**config.mk**
```make
export PLATFORM = sky130hd
export DESIGN_NAME = issue_queue
export DESIGN_NICKNAME = d
export VERILOG_FILES = /design/src/common/issue_pkg.sv /design/src/hazard/issue_queue.sv
export SDC_FILE = /design/constraint.sdc
export NUM_CORES = 2
export LEC_CHECK = 0
export BUFFER_PORTS_ARGS = -buffer_cell sky130_fd_sc_hd__buf_2
export CAP_MARGIN = 20
export CELL_PAD_IN_SITES_DETAIL_PLACEMENT = 2
export CELL_PAD_IN_SITES_GLOBAL_PLACEMENT = 2
export CORE_MARGIN = 2
export CORE_UTILIZATION = 30
export DETAILED_ROUTE_END_ITERATION = 10
export GPL_TIMING_DRIVEN = 0
export HOLD_SLACK_MARGIN = 0.02
export PLACE_DENSITY = 0.68
export SLEW_MARGIN = 0
export SYNTH_ARGS = -nofsm -noshare
export SYNTH_HDL_FRONTEND = slang
export SYNTH_SLANG_ARGS = --single-unit
```
**constraint.sdc**
```tcl
create_clock -name clock -period 12.9 [get_ports clock]
set_input_delay 0.645 -clock clock [delete_from_list [all_inputs] [get_ports clock]]
set_output_delay 0.645 -clock clock [all_outputs]
set_load 0.005 [all_outputs]
```
**src/common/issue_pkg.sv**
```systemverilog
`default_nettype none

package issue_pkg;

  localparam int queue_depth = 8;
  // stall rises once more than half of the slots are taken
  localparam int stall_level = queue_depth / 2;
  localparam int queue_index_width = 3;
  localparam int count_width = queue_index_width + 1;

  localparam int data_width = 32;
  localparam int reg_addr_width = 5;
  localparam int reg_count = 2 ** reg_addr_width;
  localparam int class_width = 2;
  localparam int alu_op_width = 3;

  // pc, class, alu op, rd, wren, rs1, rs1_en, rs2, rs2_en, imm, use_imm
  localparam int record_width =
    2 * data_width + class_width + alu_op_width + 3 * reg_addr_width + 4;

  typedef enum logic [6:0] {
    opcode_op = 7'b0110011,
    opcode_op_imm = 7'b0010011,
    opcode_fence = 7'b0001111
  } opcode_type;

  typedef enum logic [alu_op_width-1:0] {
    alu_add,
    alu_sub,
    alu_and,
    alu_or,
    alu_xor,
    alu_sll,
    alu_srl
  } alu_op_type;

  typedef enum logic [class_width-1:0] {
    class_alu,
    class_shift,
    class_fence,
    class_illegal
  } instr_class_type;

endpackage

`default_nettype wire

```
**src/hazard/issue_queue.sv**
```systemverilog
`timescale 1ns/1ps
`default_nettype none

module issue_queue (
  input logic clock,
  input logic reset,
  input logic clear,
  input logic dec_valid0,
  input logic [issue_pkg::data_width-1:0] dec_pc0,
  input issue_pkg::instr_class_type dec_class0,
  input issue_pkg::alu_op_type dec_alu_op0,
  input logic [issue_pkg::reg_addr_width-1:0] dec_rd0,
  input logic dec_wren0,
  input logic [issue_pkg::reg_addr_width-1:0] dec_rs1_0,
  input logic dec_rs1_en0,
  input logic [issue_pkg::reg_addr_width-1:0] dec_rs2_0,
  input logic dec_rs2_en0,
  input logic [issue_pkg::data_width-1:0] dec_imm0,
  input logic dec_use_imm0,
  input logic dec_valid1,
  input logic [issue_pkg::data_width-1:0] dec_pc1,
  input issue_pkg::instr_class_type dec_class1,
  input issue_pkg::alu_op_type dec_alu_op1,
  input logic [issue_pkg::reg_addr_width-1:0] dec_rd1,
  input logic dec_wren1,
  input logic [issue_pkg::reg_addr_width-1:0] dec_rs1_1,
  input logic dec_rs1_en1,
  input logic [issue_pkg::reg_addr_width-1:0] dec_rs2_1,
  input logic dec_rs2_en1,
  input logic [issue_pkg::data_width-1:0] dec_imm1,
  input logic dec_use_imm1,
  output logic iss_valid0,
  output logic [issue_pkg::data_width-1:0] iss_pc0,
  output issue_pkg::instr_class_type iss_class0,
  output issue_pkg::alu_op_type iss_alu_op0,
  output logic [issue_pkg::reg_addr_width-1:0] iss_rd0,
  output logic iss_wren0,
  output logic [issue_pkg::reg_addr_width-1:0] iss_rs1_0,
  output logic iss_rs1_en0,
  output logic [issue_pkg::reg_addr_width-1:0] iss_rs2_0,
  output logic iss_rs2_en0,
  output logic [issue_pkg::data_width-1:0] iss_imm0,
  output logic iss_use_imm0,
  output logic iss_valid1,
  output logic [issue_pkg::data_width-1:0] iss_pc1,
  output issue_pkg::instr_class_type iss_class1,
  output issue_pkg::alu_op_type iss_alu_op1,
  output logic [issue_pkg::reg_addr_width-1:0] iss_rd1,
  output logic iss_wren1,
  output logic [issue_pkg::reg_addr_width-1:0] iss_rs1_1,
  output logic iss_rs1_en1,
  output logic [issue_pkg::reg_addr_width-1:0] iss_rs2_1,
  output logic iss_rs2_en1,
  output logic [issue_pkg::data_width-1:0] iss_imm1,
  output logic iss_use_imm1,
  output logic stall
);

  logic [issue_pkg::record_width-1:0] mem [issue_pkg::queue_depth];
  logic [issue_pkg::record_width-1:0] rec_in0;
  logic [issue_pkg::record_width-1:0] rec_in1;
  logic [issue_pkg::record_width-1:0] head [2];
  logic [issue_pkg::queue_index_width-1:0] rptr;
  logic [issue_pkg::queue_index_width-1:0] rptr1;
  logic [issue_pkg::queue_index_width-1:0] wptr;
  logic [issue_pkg::queue_index_width-1:0] wptr1;
  logic [issue_pkg::count_width-1:0] count;
  logic [issue_pkg::count_width-1:0] avail;
  logic [issue_pkg::count_width-1:0] count_next;
  logic [1:0] arrivals;
  logic [1:0] pass;
  logic [issue_pkg::class_width-1:0] class_bits0;
  logic [issue_pkg::class_width-1:0] class_bits1;
  logic [issue_pkg::alu_op_width-1:0] op_bits0;
  logic [issue_pkg::alu_op_width-1:0] op_bits1;
  logic raw;
  logic single;

  assign rec_in0 = {dec_pc0, dec_class0, dec_alu_op0, dec_rd0, dec_wren0, dec_rs1_0,
                    dec_rs1_en0, dec_rs2_0, dec_rs2_en0, dec_imm0, dec_use_imm0};
  assign rec_in1 = {dec_pc1, dec_class1, dec_alu_op1, dec_rd1, dec_wren1, dec_rs1_1,
                    dec_rs1_en1, dec_rs2_1, dec_rs2_en1, dec_imm1, dec_use_imm1};

  // pointers wrap naturally since the depth is a power of two
  assign rptr1 = rptr + 1'b1;
  assign wptr1 = wptr + 1'b1;
  assign arrivals = {1'b0, dec_valid0} + {1'b0, dec_valid1};
  assign avail = count + issue_pkg::count_width'(arrivals);

  // arrivals sit right behind the stored records, so they can fall through
  always_comb begin
    head[0] = (count != '0) ? mem[rptr] : rec_in0;
    if (count > 1) begin
      head[1] = mem[rptr1];
    end else if (count == 1) begin
      head[1] = rec_in0;
    end else begin
      head[1] = rec_in1;
    end
  end

  assign {iss_pc0, class_bits0, op_bits0, iss_rd0, iss_wren0, iss_rs1_0, iss_rs1_en0,
          iss_rs2_0, iss_rs2_en0, iss_imm0, iss_use_imm0} = head[0];
  assign {iss_pc1, class_bits1, op_bits1, iss_rd1, iss_wren1, iss_rs1_1, iss_rs1_en1,
          iss_rs2_1, iss_rs2_en1, iss_imm1, iss_use_imm1} = head[1];
  assign iss_class0 = issue_pkg::instr_class_type'(class_bits0);
  assign iss_class1 = issue_pkg::instr_class_type'(class_bits1);
  assign iss_alu_op0 = issue_pkg::alu_op_type'(op_bits0);
  assign iss_alu_op1 = issue_pkg::alu_op_type'(op_bits1);

  always_comb begin
    raw = iss_wren0 && iss_rd0 != '0 &&
          ((iss_rs1_en1 && iss_rs1_1 == iss_rd0) || (iss_rs2_en1 && iss_rs2_1 == iss_rd0));
    // one shifter, and a fence never rides as the younger of a pair
    single = iss_class1 == issue_pkg::class_fence || raw ||
             (iss_class0 == issue_pkg::class_shift && iss_class1 == issue_pkg::class_shift);
    if (clear || avail == '0) begin
      pass = 2'd0;
    end else if (avail == 1 || single) begin
      pass = 2'd1;
    end else begin
      pass = 2'd2;
    end
    count_next = clear ? '0 : avail - issue_pkg::count_width'(pass);
  end

  assign iss_valid0 = pass != 2'd0;
  assign iss_valid1 = pass == 2'd2;

  always_ff @(posedge clock) begin
    if (reset == 1'b0) begin
      rptr <= '0;
      wptr <= '0;
      count <= '0;
      stall <= 1'b0;
    end else begin
      count <= count_next;
      stall <= count_next > issue_pkg::stall_level;
      if (clear) begin
        rptr <= wptr;
      end else begin
        rptr <= rptr + issue_pkg::queue_index_width'(pass);
        wptr <= wptr + issue_pkg::queue_index_width'(arrivals);
      end
    end
  end

  always_ff @(posedge clock) begin
    if (dec_valid0) begin
      mem[wptr] <= rec_in0;
    end
    if (dec_valid1) begin
      mem[wptr1] <= rec_in1;
    end
  end

  count_bound: assert property (@(posedge clock) disable iff (!reset)
    count <= issue_pkg::queue_depth);

  empty_no_stall: assert property (@(posedge clock) disable iff (!reset)
    count == '0 |-> !stall);

  pair_no_raw: assert property (@(posedge clock) disable iff (!reset)
    iss_valid1 && iss_wren0 && iss_rd0 != '0 |->
      !(iss_rs1_en1 && iss_rs1_1 == iss_rd0) && !(iss_rs2_en1 && iss_rs2_1 == iss_rd0));

endmodule

`default_nettype wire

```
==> metrics <==
maximum vdd ir drop=about 0.09 mV; Pwr Density=194 nW/um^2; register bit count reported by yosys=around 700; Ys Warns=0; reg2reg end=stall; switching portion of total power=41.0%; CTS Sinks=a little over 700; Slowest-stage cell, CP=clkbuf_1; # setup viols final=0; clock latency on the worst-skew pair=approximately 0.7 ns; CTS tree=yes; CP top delay family=buffers and inverters; GRT Total Usage=around 25%; HP Class=in -> reg; clock-pin transition on the worst setup and hold timing paths=roughly 0.060 ns; Final ANT Viol Nets=0; Slew Limit Headroom=around 16%; hold depth=2; area of the core=145000 sq um; Die Area=~150000 sq um; share of layout cells above drive strength 1=a little under half; max_cap viols=0; Worst Path Required=approximately 12 ns; Clock Skew=~0.018 ns; final non-filler cell total=approximately 5400; grt ovf=0; first-pass GRT wire length=roughly 260000 um; Die Wd=approximately 390 um; switching power=a little over 4000 uW; internal reg-to-reg setup slack=approximately 7.5 ns; minimum clock period=about 6.5 ns; Register-to-Register Path Depth=18; Crit path top cell by count=clkbuf_1; drt total wl=~190000 um; PortBufs=between 200 and 300; drt drc=0; 1st-iter DRT viols=about 3400; unrepaired setup endpoints after global routing=no; DP Wirelength=132000 um; cell chain of the critical path=buf_2 -> clkbuf_1 -> buf_8 -> clkbuf_1 -> clkbuf_1 -> clkbuf_1 -> a211oi_1 -> a31oi_1 -> buf_2; leakage power=between 0.015 and 0.02 uW; portion of total power attributed to sequential cells=approximately 28%; most frequent cells in the layout=mux2_2, edfxtp_1, buf_2; Clock H-tree levels=3; combinational cell fraction of total power=between 40% and 50%; Sum Neg Setup Slack=0 ns; Pre-antenna DRT Iters=5; largest net degree at the start of global routing=39; cts repair resizes=0; post-synth cell types=a little under 60; initial antenna violation count=56; Via Count=31000; Syn Area/Cell=14.8 sq um; Post-CTS Hold Buffers=0; final count of pins violating max slew=0; Initial Util=30.1%; Buf/Inv on CP=7; Cell Area, Placed=between 40000 and 50000 sq um; largest stage delay on the critical path=just over 0.9 ns; ys flop type=edfxtp_1; Post-synth EDFFs=roughly 700; Seq/Total Area, Yosys=48.8%; number of global-route vias before repair=around 33000; FMAX=155 MHz; cell count after placement=between 5000 and 6000; Final GP Congestion=around 0.8; Final #Nets=around 3600; synthesized cell area=43700 sq um; critical path arrival=5.81 ns; Setup Buffers After CTS=0; critical path class=reg -> out; outcome=finished clean; # IOs=360; FP Rows=140; Internal Pwr Total=around 5900 uW; worst r2r src=count[0]; via/cell ratio=between 5 and 6; Startpoint Class=flip-flop; Finished Cell Area=a little over 50000 sq um; Fin. Hold Viols=0; ys async rst share=0%; Synth Net Count=3151; critical-path maximum fanout=10; tightest hold margin=~0.27 ns; worst-margin pin slew=between 1 and 1.5 ns; leading cell type in the layout, fill and taps excluded=mux2_2; total CTS buffers=a little under 90; HP Start=reset; CTS Buffer Depth=3; Worst Hold Path EP=rptr[0]; WL/cell=between 30 and 40 um; Syn-to-layout area delta=17.9%; Clock Power Share=24.2%; cells after synthesis=2957; CP Capture Type=output port; Die Y=just under 400 um; clock root cell=clkbuf_16; fin crit share=50.0%
## through the flow
step                utilization (%)  power (uW)  setup WS, ns
detailed placement             33.6        7600          7.37
floorplan                         -        5410          5.04
finish                         35.5       10000          6.45
global placement               32.7        7510         -4.84
CTS                            35.4       10000          6.56
global route                   35.5       10400          6.29
## layer usage
metal / track usage (%) / vias up / wire (um)
met5: 0 / - / 317
met4: 8.66 / 48 / 6770
met3: 6.22 / 373 / 16500
met2: 40.6 / 1388 / 89500
met1: 31.8 / 16500 / 74300
li1: - / 12700 / -
## how the worst max path moves through the flow
stage | cells past startpoint | from | to
5_1_grt | 9 | count[0] | iss_pc1[21]
2_1_floorplan | 2 | dec_valid0 | mem[2][0]
3_5_place_dp | 9 | count[0] | iss_pc1[21]
6_report | 9 | count[0] | iss_pc1[21]
3_3_place_gp | 3 | dec_valid0 | mem[2][65]
4_1_cts | 9 | count[0] | iss_pc1[21]
## cells in the mapped netlist (5+ instances only)
cell / instances / area share [%]
a211oi_1: 82 / 1.4
a21oi_1: 5 / 0.057
a22oi_1: 5 / 0.086
a31oi_1: 79 / 1.1
buf_1: 113 / 0.97
buf_2: 71 / 0.81
buf_4: 8 / 0.14
clkbuf_1: 135 / 1.2
dfxtp_1: 11 / 0.50
edfxtp_1: 704 / 48
ha_1: 9 / 0.26
inv_1: 16 / 0.14
mux2_2: 710 / 18
mux2i_1: 116 / 2.7
mux4_2: 337 / 17
nand2_1: 258 / 2.2
nand2b_1: 9 / 0.13
nand3_1: 11 / 0.13
nor2_1: 16 / 0.14
nor2b_1: 86 / 1.2
nor3_1: 10 / 0.11
o21ai_0: 88 / 1.0
xnor2_1: 12 / 0.24
## registers in the layout, indices dropped and copies added, names as in the netlist
signal	flops
count	4
mem	704
rptr	3
wptr	3
stall	1
## worst register-to-register path: stages (launching register included)
cell and delay (ns):
dfxtp_1 0.32, buf_2 0.21, nor4_2 0.50, buf_4 0.33
buf_2 0.55, clkbuf_1 0.69, buf_8 0.25, nor2_1 0.08
a21oi_1 0.56, a41oi_1 0.10, o21ai_1 0.41, a21boi_1 0.21
ha_1 0.25, inv_1 0.09, fa_1 0.42, inv_1 0.07
nor2_1 0.05, nor2_1 0.11, o22ai_1 0.08
## layout make-up
type	instances	area (sq um)
fillers	14700	93700
flip-flops and latches	715	21400
multi-input cells	1894	21000
repair buffers	332	2580
well taps	1917	2400
clock buffers	118	2380
plain buffers	332	1400
clock inverters	43	317
inverters	16	60.1
diodes	14	35.0
## power by group through the flow
| stage | Sequential (uW) | Clock (uW) | Combinational (uW) |
|---|---|---|---|
| 2_1_floorplan | 2830 | 0 | 2580 |
| 5_1_grt | 2810 | 2540 | 5050 |
| 3_5_place_dp | 2840 | 0 | 4750 |
| 4_1_cts | 2790 | 2460 | 4780 |
| 3_3_place_gp | 2890 | 0 | 4620 |
| 6_report | 2800 | 2430 | 4780 |
## cell families after synthesis
logic type / Yosys count / share of synthesized area, %
xor gates and xnor gates: 18 / 0.421
DFF: 715 / 48.8
muxes: 1166 / 38.4
and+or+nand+nor: 409 / 4.26
buffers and inverters: 348 / 3.34
AOI/OAI and AO/OA: 288 / 4.25
adders and majority gates: 13 / 0.441
No activity file was read; power rests on OpenSTA's default activity.
