### src/common/issue_pkg.sv
`default_nettype none

package issue_pkg;

  localparam int queue_depth = 8;
  // stall rises once more than half of the slots are taken
  localparam int stall_level = queue_depth / 2;
  localparam int queue_index_width = 3;
  localparam int count_width = queue_index_width + 1;

  localparam int data_width = 32;
  localparam int reg_addr_width = 5;
  localparam int reg_count = 2 ** reg_addr_width;
  localparam int class_width = 2;
  localparam int alu_op_width = 3;

  // pc, class, alu op, rd, wren, rs1, rs1_en, rs2, rs2_en, imm, use_imm
  localparam int record_width =
    2 * data_width + class_width + alu_op_width + 3 * reg_addr_width + 4;

  typedef enum logic [6:0] {
    opcode_op = 7'b0110011,
    opcode_op_imm = 7'b0010011,
    opcode_fence = 7'b0001111
  } opcode_type;

  typedef enum logic [alu_op_width-1:0] {
    alu_add,
    alu_sub,
    alu_and,
    alu_or,
    alu_xor,
    alu_sll,
    alu_srl
  } alu_op_type;

  typedef enum logic [class_width-1:0] {
    class_alu,
    class_shift,
    class_fence,
    class_illegal
  } instr_class_type;

endpackage

`default_nettype wire

### src/source/instr_decode.sv
`timescale 1ns/1ps
`default_nettype none

module instr_decode (
  input logic clock,
  input logic reset,
  input logic stall,
  input logic fetch_valid0,
  input logic fetch_valid1,
  input logic [issue_pkg::data_width-1:0] fetch_instr0,
  input logic [issue_pkg::data_width-1:0] fetch_instr1,
  input logic [issue_pkg::data_width-1:0] fetch_pc0,
  input logic [issue_pkg::data_width-1:0] fetch_pc1,
  output logic dec_valid0,
  output logic [issue_pkg::data_width-1:0] dec_pc0,
  output issue_pkg::instr_class_type dec_class0,
  output issue_pkg::alu_op_type dec_alu_op0,
  output logic [issue_pkg::reg_addr_width-1:0] dec_rd0,
  output logic dec_wren0,
  output logic [issue_pkg::reg_addr_width-1:0] dec_rs1_0,
  output logic dec_rs1_en0,
  output logic [issue_pkg::reg_addr_width-1:0] dec_rs2_0,
  output logic dec_rs2_en0,
  output logic [issue_pkg::data_width-1:0] dec_imm0,
  output logic dec_use_imm0,
  output logic dec_valid1,
  output logic [issue_pkg::data_width-1:0] dec_pc1,
  output issue_pkg::instr_class_type dec_class1,
  output issue_pkg::alu_op_type dec_alu_op1,
  output logic [issue_pkg::reg_addr_width-1:0] dec_rd1,
  output logic dec_wren1,
  output logic [issue_pkg::reg_addr_width-1:0] dec_rs1_1,
  output logic dec_rs1_en1,
  output logic [issue_pkg::reg_addr_width-1:0] dec_rs2_1,
  output logic dec_rs2_en1,
  output logic [issue_pkg::data_width-1:0] dec_imm1,
  output logic dec_use_imm1
);

  logic [issue_pkg::data_width-1:0] instr [2];
  logic [issue_pkg::data_width-1:0] pc [2];
  issue_pkg::instr_class_type cls [2];
  issue_pkg::alu_op_type op [2];
  logic [issue_pkg::data_width-1:0] imm [2];
  logic [1:0] wren;
  logic [1:0] rs1_en;
  logic [1:0] rs2_en;
  logic [1:0] use_imm;
  logic [1:0] valid;
  logic reg_form;
  logic f7_zero;
  logic f7_alt;
  logic sel;

  assign instr[0] = fetch_instr0;
  assign instr[1] = fetch_instr1;
  assign pc[0] = fetch_pc0;
  assign pc[1] = fetch_pc1;

  always_comb begin
    for (int i = 0; i < 2; i++) begin
      cls[i] = issue_pkg::class_illegal;
      op[i] = issue_pkg::alu_add;
      wren[i] = 1'b0;
      rs1_en[i] = 1'b0;
      rs2_en[i] = 1'b0;
      use_imm[i] = 1'b0;
      imm[i] = {{(issue_pkg::data_width-12){instr[i][31]}}, instr[i][31:20]};
      reg_form = instr[i][5];
      f7_zero = instr[i][31:25] == 7'b0000000;
      f7_alt = instr[i][31:25] == 7'b0100000;
      case (issue_pkg::opcode_type'(instr[i][6:0]))
        issue_pkg::opcode_op, issue_pkg::opcode_op_imm: begin
          wren[i] = 1'b1;
          rs1_en[i] = 1'b1;
          rs2_en[i] = reg_form;
          use_imm[i] = !reg_form;
          // the immediate forms carry no funct7 except for the shifts
          cls[i] = (f7_zero || !reg_form) ? issue_pkg::class_alu : issue_pkg::class_illegal;
          case (instr[i][14:12])
            3'b000: begin
              if (reg_form && f7_alt) begin
                op[i] = issue_pkg::alu_sub;
                cls[i] = issue_pkg::class_alu;
              end
            end
            3'b111: op[i] = issue_pkg::alu_and;
            3'b110: op[i] = issue_pkg::alu_or;
            3'b100: op[i] = issue_pkg::alu_xor;
            3'b001: begin
              op[i] = issue_pkg::alu_sll;
              cls[i] = f7_zero ? issue_pkg::class_shift : issue_pkg::class_illegal;
            end
            3'b101: begin
              op[i] = issue_pkg::alu_srl;
              cls[i] = f7_zero ? issue_pkg::class_shift : issue_pkg::class_illegal;
            end
            default: cls[i] = issue_pkg::class_illegal;
          endcase
        end
        issue_pkg::opcode_fence: begin
          if (instr[i][14:12] == 3'b000) begin
            cls[i] = issue_pkg::class_fence;
          end
        end
        default: cls[i] = issue_pkg::class_illegal;
      endcase
    end
  end

  assign valid[0] = fetch_valid0 && cls[0] != issue_pkg::class_illegal;
  assign valid[1] = fetch_valid1 && cls[1] != issue_pkg::class_illegal;
  // a dropped lane 0 lets lane 1 move down so the older slot stays filled
  assign sel = !valid[0];

  always_ff @(posedge clock) begin
    if (reset == 1'b0) begin
      dec_valid0 <= 1'b0;
      dec_valid1 <= 1'b0;
    end else if (stall) begin
      dec_valid0 <= 1'b0;
      dec_valid1 <= 1'b0;
    end else begin
      dec_valid0 <= valid[0] || valid[1];
      dec_valid1 <= valid[0] && valid[1];
    end
  end

  always_ff @(posedge clock) begin
    if (!stall) begin
      dec_pc0 <= pc[sel];
      dec_class0 <= cls[sel];
      dec_alu_op0 <= op[sel];
      dec_rd0 <= instr[sel][11:7];
      dec_wren0 <= wren[sel];
      dec_rs1_0 <= instr[sel][19:15];
      dec_rs1_en0 <= rs1_en[sel];
      dec_rs2_0 <= instr[sel][24:20];
      dec_rs2_en0 <= rs2_en[sel];
      dec_imm0 <= imm[sel];
      dec_use_imm0 <= use_imm[sel];
      dec_pc1 <= pc[1];
      dec_class1 <= cls[1];
      dec_alu_op1 <= op[1];
      dec_rd1 <= instr[1][11:7];
      dec_wren1 <= wren[1];
      dec_rs1_1 <= instr[1][19:15];
      dec_rs1_en1 <= rs1_en[1];
      dec_rs2_1 <= instr[1][24:20];
      dec_rs2_en1 <= rs2_en[1];
      dec_imm1 <= imm[1];
      dec_use_imm1 <= use_imm[1];
    end
  end

  lane_order: assert property (@(posedge clock) disable iff (!reset)
    dec_valid1 |-> dec_valid0);

endmodule

`default_nettype wire

### config.mk
export PLATFORM = sky130hd
export DESIGN_NAME = instr_decode
export DESIGN_NICKNAME = d
export VERILOG_FILES = /design/src/common/issue_pkg.sv /design/src/source/instr_decode.sv
export SDC_FILE = /design/constraint.sdc
export NUM_CORES = 1
export LEC_CHECK = 0
export ABC_AREA = 1
export CORE_UTILIZATION = 35
export DETAILED_ROUTE_END_ITERATION = 8
export DONT_BUFFER_PORTS = 1
export PLACE_DENSITY = 0.62
export SYNTH_ARGS = -nofsm -noshare
export SYNTH_HDL_FRONTEND = slang
export SYNTH_SLANG_ARGS = --single-unit
### constraint.sdc
create_clock -name clock -period 3.25 [get_ports clock]
set_input_delay 0.4875 -clock clock [delete_from_list [all_inputs] [get_ports clock]]
set_output_delay 0.4875 -clock clock [all_outputs]
set_load 0.005 [all_outputs]
==> run summary, run 1 <==
Worst slack, placed = 0.598 ns
Fin crit share = 0.676
Cell mode on critical path = nand2_1
Final instance area = 0.00642 mm2
GR Overflow Total = 0
Critical Path RT = 3.42 ns
Worst path cell trace = inv_1 -> nand2_1 -> nor2_1 -> nand2_1 -> nand2_1 -> nand2_1 -> nand2_1 -> nand3b_4 -> buf_12 -> nand3_1 -> nand2_1
Fmax = 455 MHz
Share of cells above drive strength 1 = 0.212
Share of Yosys cell area claimed by the top area cell type = 0.616
Number of antenna violations at the first check in global routing = 0
Slew headroom = 0.355
RSZ-0062 raised after global routing = false
Sequential area share after synthesis = 0.623
Initial core utilization = 0.362
Nets@finish = 605
Worst hold path type = in -> reg
Synth Instances = 523
Clock buffer depth = 2
Sink Count = 126
Vias after detailed routing = 3,670
Crit path max fanout = 37
First-pass GRT wire length = 22,800 um
Avg Inst Size Synth = 11.6 um2
CTS H-Tree Depth = 4
CP arrival = 2.36 ns
Yosys cell types = 29
CP Launch Type = input pin
DP Wirelength = 10,500 um
Area of the mapped netlist = 0.00605 mm2
Power Density = 644 mW/mm2
Core area = 0.0167 mm2
Crit. End Element = register
Synth area leader = edfxtp_1
CTS Buf Count = 17
Status = finished, final reports clean
Synth Register Bits = 126
Die area = 0.0178 mm2
Area Growth Syn to Fin = 6.23%
Main synth FF type = edfxtp_1
Post-cts hold buffer count = 0
# diodes = 0
ANT nets after route = 0
DRT Wirelength = 15,100 um
Fillers = 1,598
Port-buffer cells = 0
Crit-path max cell delay = 0.48 ns
Syn. warnings = 0
Final setup viols = 0
Synth top area cells = edfxtp_1 62%, nand3_2 7.8%, nand3_1 7.0%
Slew Limit Fails = 0
1st-iter DRT viols = 234
Syn_nets = 656
Maximum resistive drop on vdd = 0.000342 V
CP bufs+invs = 2
GRT Total Usage = 0.171
Die height = 133 um
TritonRoute pass-1 iters = 4
Number of synthesized flops with an enable pin = 124
Drt drc = 0
Setup total negative slack = 0 ns
CTS tree = yes
Crit path kind = in -> reg
Mean routed wirelength per cell = 21.3 um
Leakage = 2.62 nW
Period minus WS final = 2.20 ns
Row count = 47
I/O pins = 311
Placed cell areas = 0.00582 mm2
Most frequent cells in the layout = 124 x edfxtp_1, 99 x nand2_1, 84 x nand3_1
Post-cts resize count = 0
Final Hold Viols = 0
CP max-delay cell = nand3b_4
Via-to-Cell Ratio = 5.21
Largest net degree at the start of global routing = 63
Cell family with most CP delay = simple AND/OR/NAND/NOR gates
Max Cap Violations = 0
Most common cell after layout, fill and taps aside = edfxtp_1
Die width = 133 um
Clock transition at path regs = 0.06 ns
Post-CTS setup buffers = 0
Worst Tran Pin Value = 0.970 ns
Root Buffer = clkbuf_16
Final worst setup slack = 1.05 ns
RePlAce Congestion = 0.787
Vias in the first global route = 3,843
Ys async rst share = 0
-- cell usage after synthesis (5+ instances only) --
cell and count:
edfxtp_1 124, nand2_1 99, nand3_1 84, buf_4 52, nand3_2 47, inv_1 27
nor2_1 25, buf_6 13, inv_2 8, buf_2 7, clkbuf_1 5
-- state kept, by name (all words and copies together), names as in the netlist, 2 cells and up --
register     flops
dec_alu_op0      3
dec_class1       2
dec_rd0          5
dec_rs2_1        4
dec_pc1         32
dec_imm1         8
dec_rs2_0        4
dec_rs1_0        5
dec_alu_op1      3
dec_imm0         8
dec_rd1          5
dec_rs1_1        5
dec_pc0         32
dec_class0       2
-- per-layer routing --
layer,GRT usage,up-vias,share of wire,wire (um)
li1,-,1663,-,-
met1,0.198,1730,0.38,5710
met2,0.286,249,0.50,7590
met4,0.0676,0,0.018,270
met3,0.0647,28,0.099,1480
met5,0,-,0,0
-- where the power goes --
| group | leakage, nW | switching, W | internal (W) |
|---|---|---|---|
| sequential | 1.23 | 0.0000856 | 0.00193 |
| combinational | 1.10 | 0.0000923 | 0.0000489 |
| clock | 0.297 | 0.000758 | 0.00122 |
| total | 2.62 | 0.000936 | 0.00320 |
-- worst paths after layout --
kind | startpoint | end | slack [ns] | depth (start not counted)
min | fetch_pc1[26] | dec_pc1[26] | 0.16 | 0
max | fetch_instr0[26] | dec_alu_op0[2] | 1.05 | 11
-- area by class of cell --
class / count / area (um2) / area share
repair buffers: 8 / 85.1 / 0.0132
clock inverters: 14 / 178 / 0.0277
well taps: 220 / 275 / 0.0429
flip-flops and latches: 126 / 3760 / 0.586
inverters: 35 / 135 / 0.0210
multi-input cells: 284 / 1560 / 0.242
clock buffers: 18 / 429 / 0.0668
-- kinds of logic (layout without fill, tap and decap cells) --
kind of cell	Yosys count	count (layout)	synth area share
AOI/OAI and AO/OA	10	10	0.00911
buffers and inverters	113	75	0.120
DFF	126	126	0.623
and+or+nand+nor	274	274	0.248
-- through the flow --
step	hold WS (ns)	std cells	total power (W)	utilization
floorplan	0.586	523	0.00221	-
global placement	0.586	673	0.00218	0.348
detailed placement	0.586	673	0.00219	0.348
CTS	0.139	705	0.00419	0.385
global route	0.131	705	0.00428	0.385
finish	0.161	705	0.00413	0.385
(Power assumes the default switching activity.)
==> run 2, diff against run 1 <==
PLACE_DENSITY = 0.6   (was 0.62)
clock period = 2.3 ns   (was 3.25 ns; I/O delays follow)
==> run 2 against run 1 <==
  * Routed wire length decreased by 0.93%
  * Cell count is 2.6% higher
  * Count of clock-buffer cells in the layout fell by 1
  * First-iteration DRC count rose by 11%
  * Via count up 2.9%
  * Sequential cell count stayed put
  * Global-route usage shrank 0.56 points
  * Sequential power grew 41%
  * Die area stayed put
  * Core utilization rose by 1.3 points
  * Worst setup slack got worse by 0.25 ns
  * Critical endpoint is now dec_pc0[5]
==> run summary, run 2 (same netlist as run 1, synthesis figures left out) <==
TritonRoute pass-1 iters = 5
NetSw = 0.00132 W
First-pass GRT wire length = 22,000 um
CP bufs+invs = 1
GRT Total Usage = 0.166
# diodes = 0
Vias after detailed routing = 3,775
Share of cells above drive strength 1 = 0.217
CP arrival = 1.65 ns
Final worst setup slack = 0.803 ns
GR Overflow Total = 0
Crit-path max cell delay = 0.24 ns
Clock buffer depth = 2
CTS Buf Count = 17
Root Buffer = clkbuf_16
Largest registers = dec_pc0 x32, dec_pc1 x32
Placed cells = 679
Port-buffer cells = 0
Vias in the first global route = 3,728
1st-iter DRT viols = 260
Slew Limit Fails = 0
Die height = 133 um
CP Launch Type = input pin
RSZ-0062 raised after global routing = false
Worst hold path type = in -> reg
Final setup viols = 0
Sw Share = 0.225
DRT Wirelength = 14,900 um
Critical Path RT = 2.45 ns
Critical path depth in cells = 9
CTS tree = yes
Cell mode on critical path = nor2_1
Mean routed wirelength per cell = 20.6 um
Logic pwr share = 0.041
Drt drc = 0
M1 wire length = 5670 um
I/O pins = 311
Number of antenna violations at the first check in global routing = 0
Maximum resistive drop on vdd = 0.000474 V
Largest net degree at the start of global routing = 65
Max Cap Violations = 0
Internal Power = 0.00454 W
Met3 wire len = 1270 um
Crit path max fanout = 64
Leakage = 2.71 nW
Nets@finish = 623
Post-cts resize count = 0
Post-CTS setup buffers = 0
Fin crit share = 0.651
Most frequent cells in the layout = 124 x edfxtp_1, 99 x nand2_1, 84 x nand3_1
Worst Tran Pin Value = 0.598 ns
ANT nets after route = 0
RePlAce Congestion = 0.835
Crit. End Element = register
Die width = 133 um
CP max-delay cell = buf_12
Cell family with most CP delay = simple AND/OR/NAND/NOR gates
Crit path kind = in -> reg
DP Wirelength = 10,300 um
CTS H-Tree Depth = 4
Status = finished, final reports clean
Flop pwr share = 0.483
Worst slack, placed = 0.389 ns
Slew headroom = 0.600
Highest metal used = met4
Power Density = 882 mW/mm2
Hold Path Stages = 0
Clock transition at path regs = 0.06 ns
Sink Count = 126
Area Growth Syn to Fin = 9.85%
Fmax = 668 MHz
Final non-filler cell total = 723
Worst path cell trace = nor2_1 -> nand2_1 -> nor2_1 -> nor2_1 -> nor3_2 -> nand3b_4 -> buf_12 -> nand3_2 -> nand2_1
Via-to-Cell Ratio = 5.22
Initial core utilization = 0.362
Most common cell after layout, fill and taps aside = edfxtp_1
Clock power frac = 0.476
Final Hold Viols = 0
Period minus WS final = 1.50 ns
Die area = 0.0178 mm2
Core area = 0.0167 mm2
Routed wire length on met2 = 7650 um
Row count = 47
run 2: cell types whose count changed in the layout (fill, tap and decap cells not counted):
cell | previous run | this run
inv_8 | 0 | 1
clkbuf_1 | 1 | 0
dlygate4sd3_1 | 0 | 12
clkinvlp_4 | 2 | 4
inv_6 | 7 | 4
clkinv_2 | 2 | 1
buf_12 | 2 | 6
buf_4 | 6 | 8
clkinv_1 | 0 | 1
clkinv_4 | 1 | 2
run 2: cell type report:
cell class,instances,area (um2)
Fill cell,1606,10100
Sequential cell,126,3760
Multi-Input combinational cell,284,1560
Clock buffer,17,425
Timing Repair Buffer,26,300
Tap cell,220,275
Clock inverter,15,185
Inverter,35,135
run 2: repair_timing:
item                                    in CTS  in global routing
endpoints found under the setup margin       0                  0
hold endpoints to repair                     0                 12
hold buffers                                 0                 12
run 2: metal layers:
layer | up-vias | track usage
met1 | 1832 | 0.186
met4 | 0 | 0.0682
met2 | 212 | 0.283
met3 | 31 | 0.0597
li1 | 1700 | -
met5 | - | 0
run 2: power groups by stage:
stage / Sequential (W) / Combinational [W] / Clock (W)
floorplan: 0.00285 / 0.000268 / 0
detailed placement: 0.00288 / 0.000224 / 0
finish: 0.00283 / 0.000239 / 0.00279
CTS: 0.00284 / 0.000225 / 0.00285
global route: 0.00285 / 0.000269 / 0.00294
global placement: 0.00288 / 0.000215 / 0
run 2: stage by stage:
stage | hold WS, ns | setup TNS (ns) | util | area [um2] | power, W
final | 0.0292 | 0 | 0.398 | 6640 | 0.00586
after CTS | 0.00387 | 0 | 0.390 | 6520 | 0.00592
after global placement | 0.444 | 0 | 0.354 | 5910 | 0.00309
after floorplan | 0.444 | -28.15 | - | 6050 | 0.00312
after detailed placement | 0.444 | 0 | 0.354 | 5910 | 0.00311
after global routing | 0.000348 | 0 | 0.398 | 6640 | 0.00605
run 2: path summary, 6_finish.rpt:
check | start | end | slack (ns)
max | fetch_instr0[25] | dec_pc0[5] | 0.80
min | fetch_pc1[3] | dec_pc1[3] | 0.03
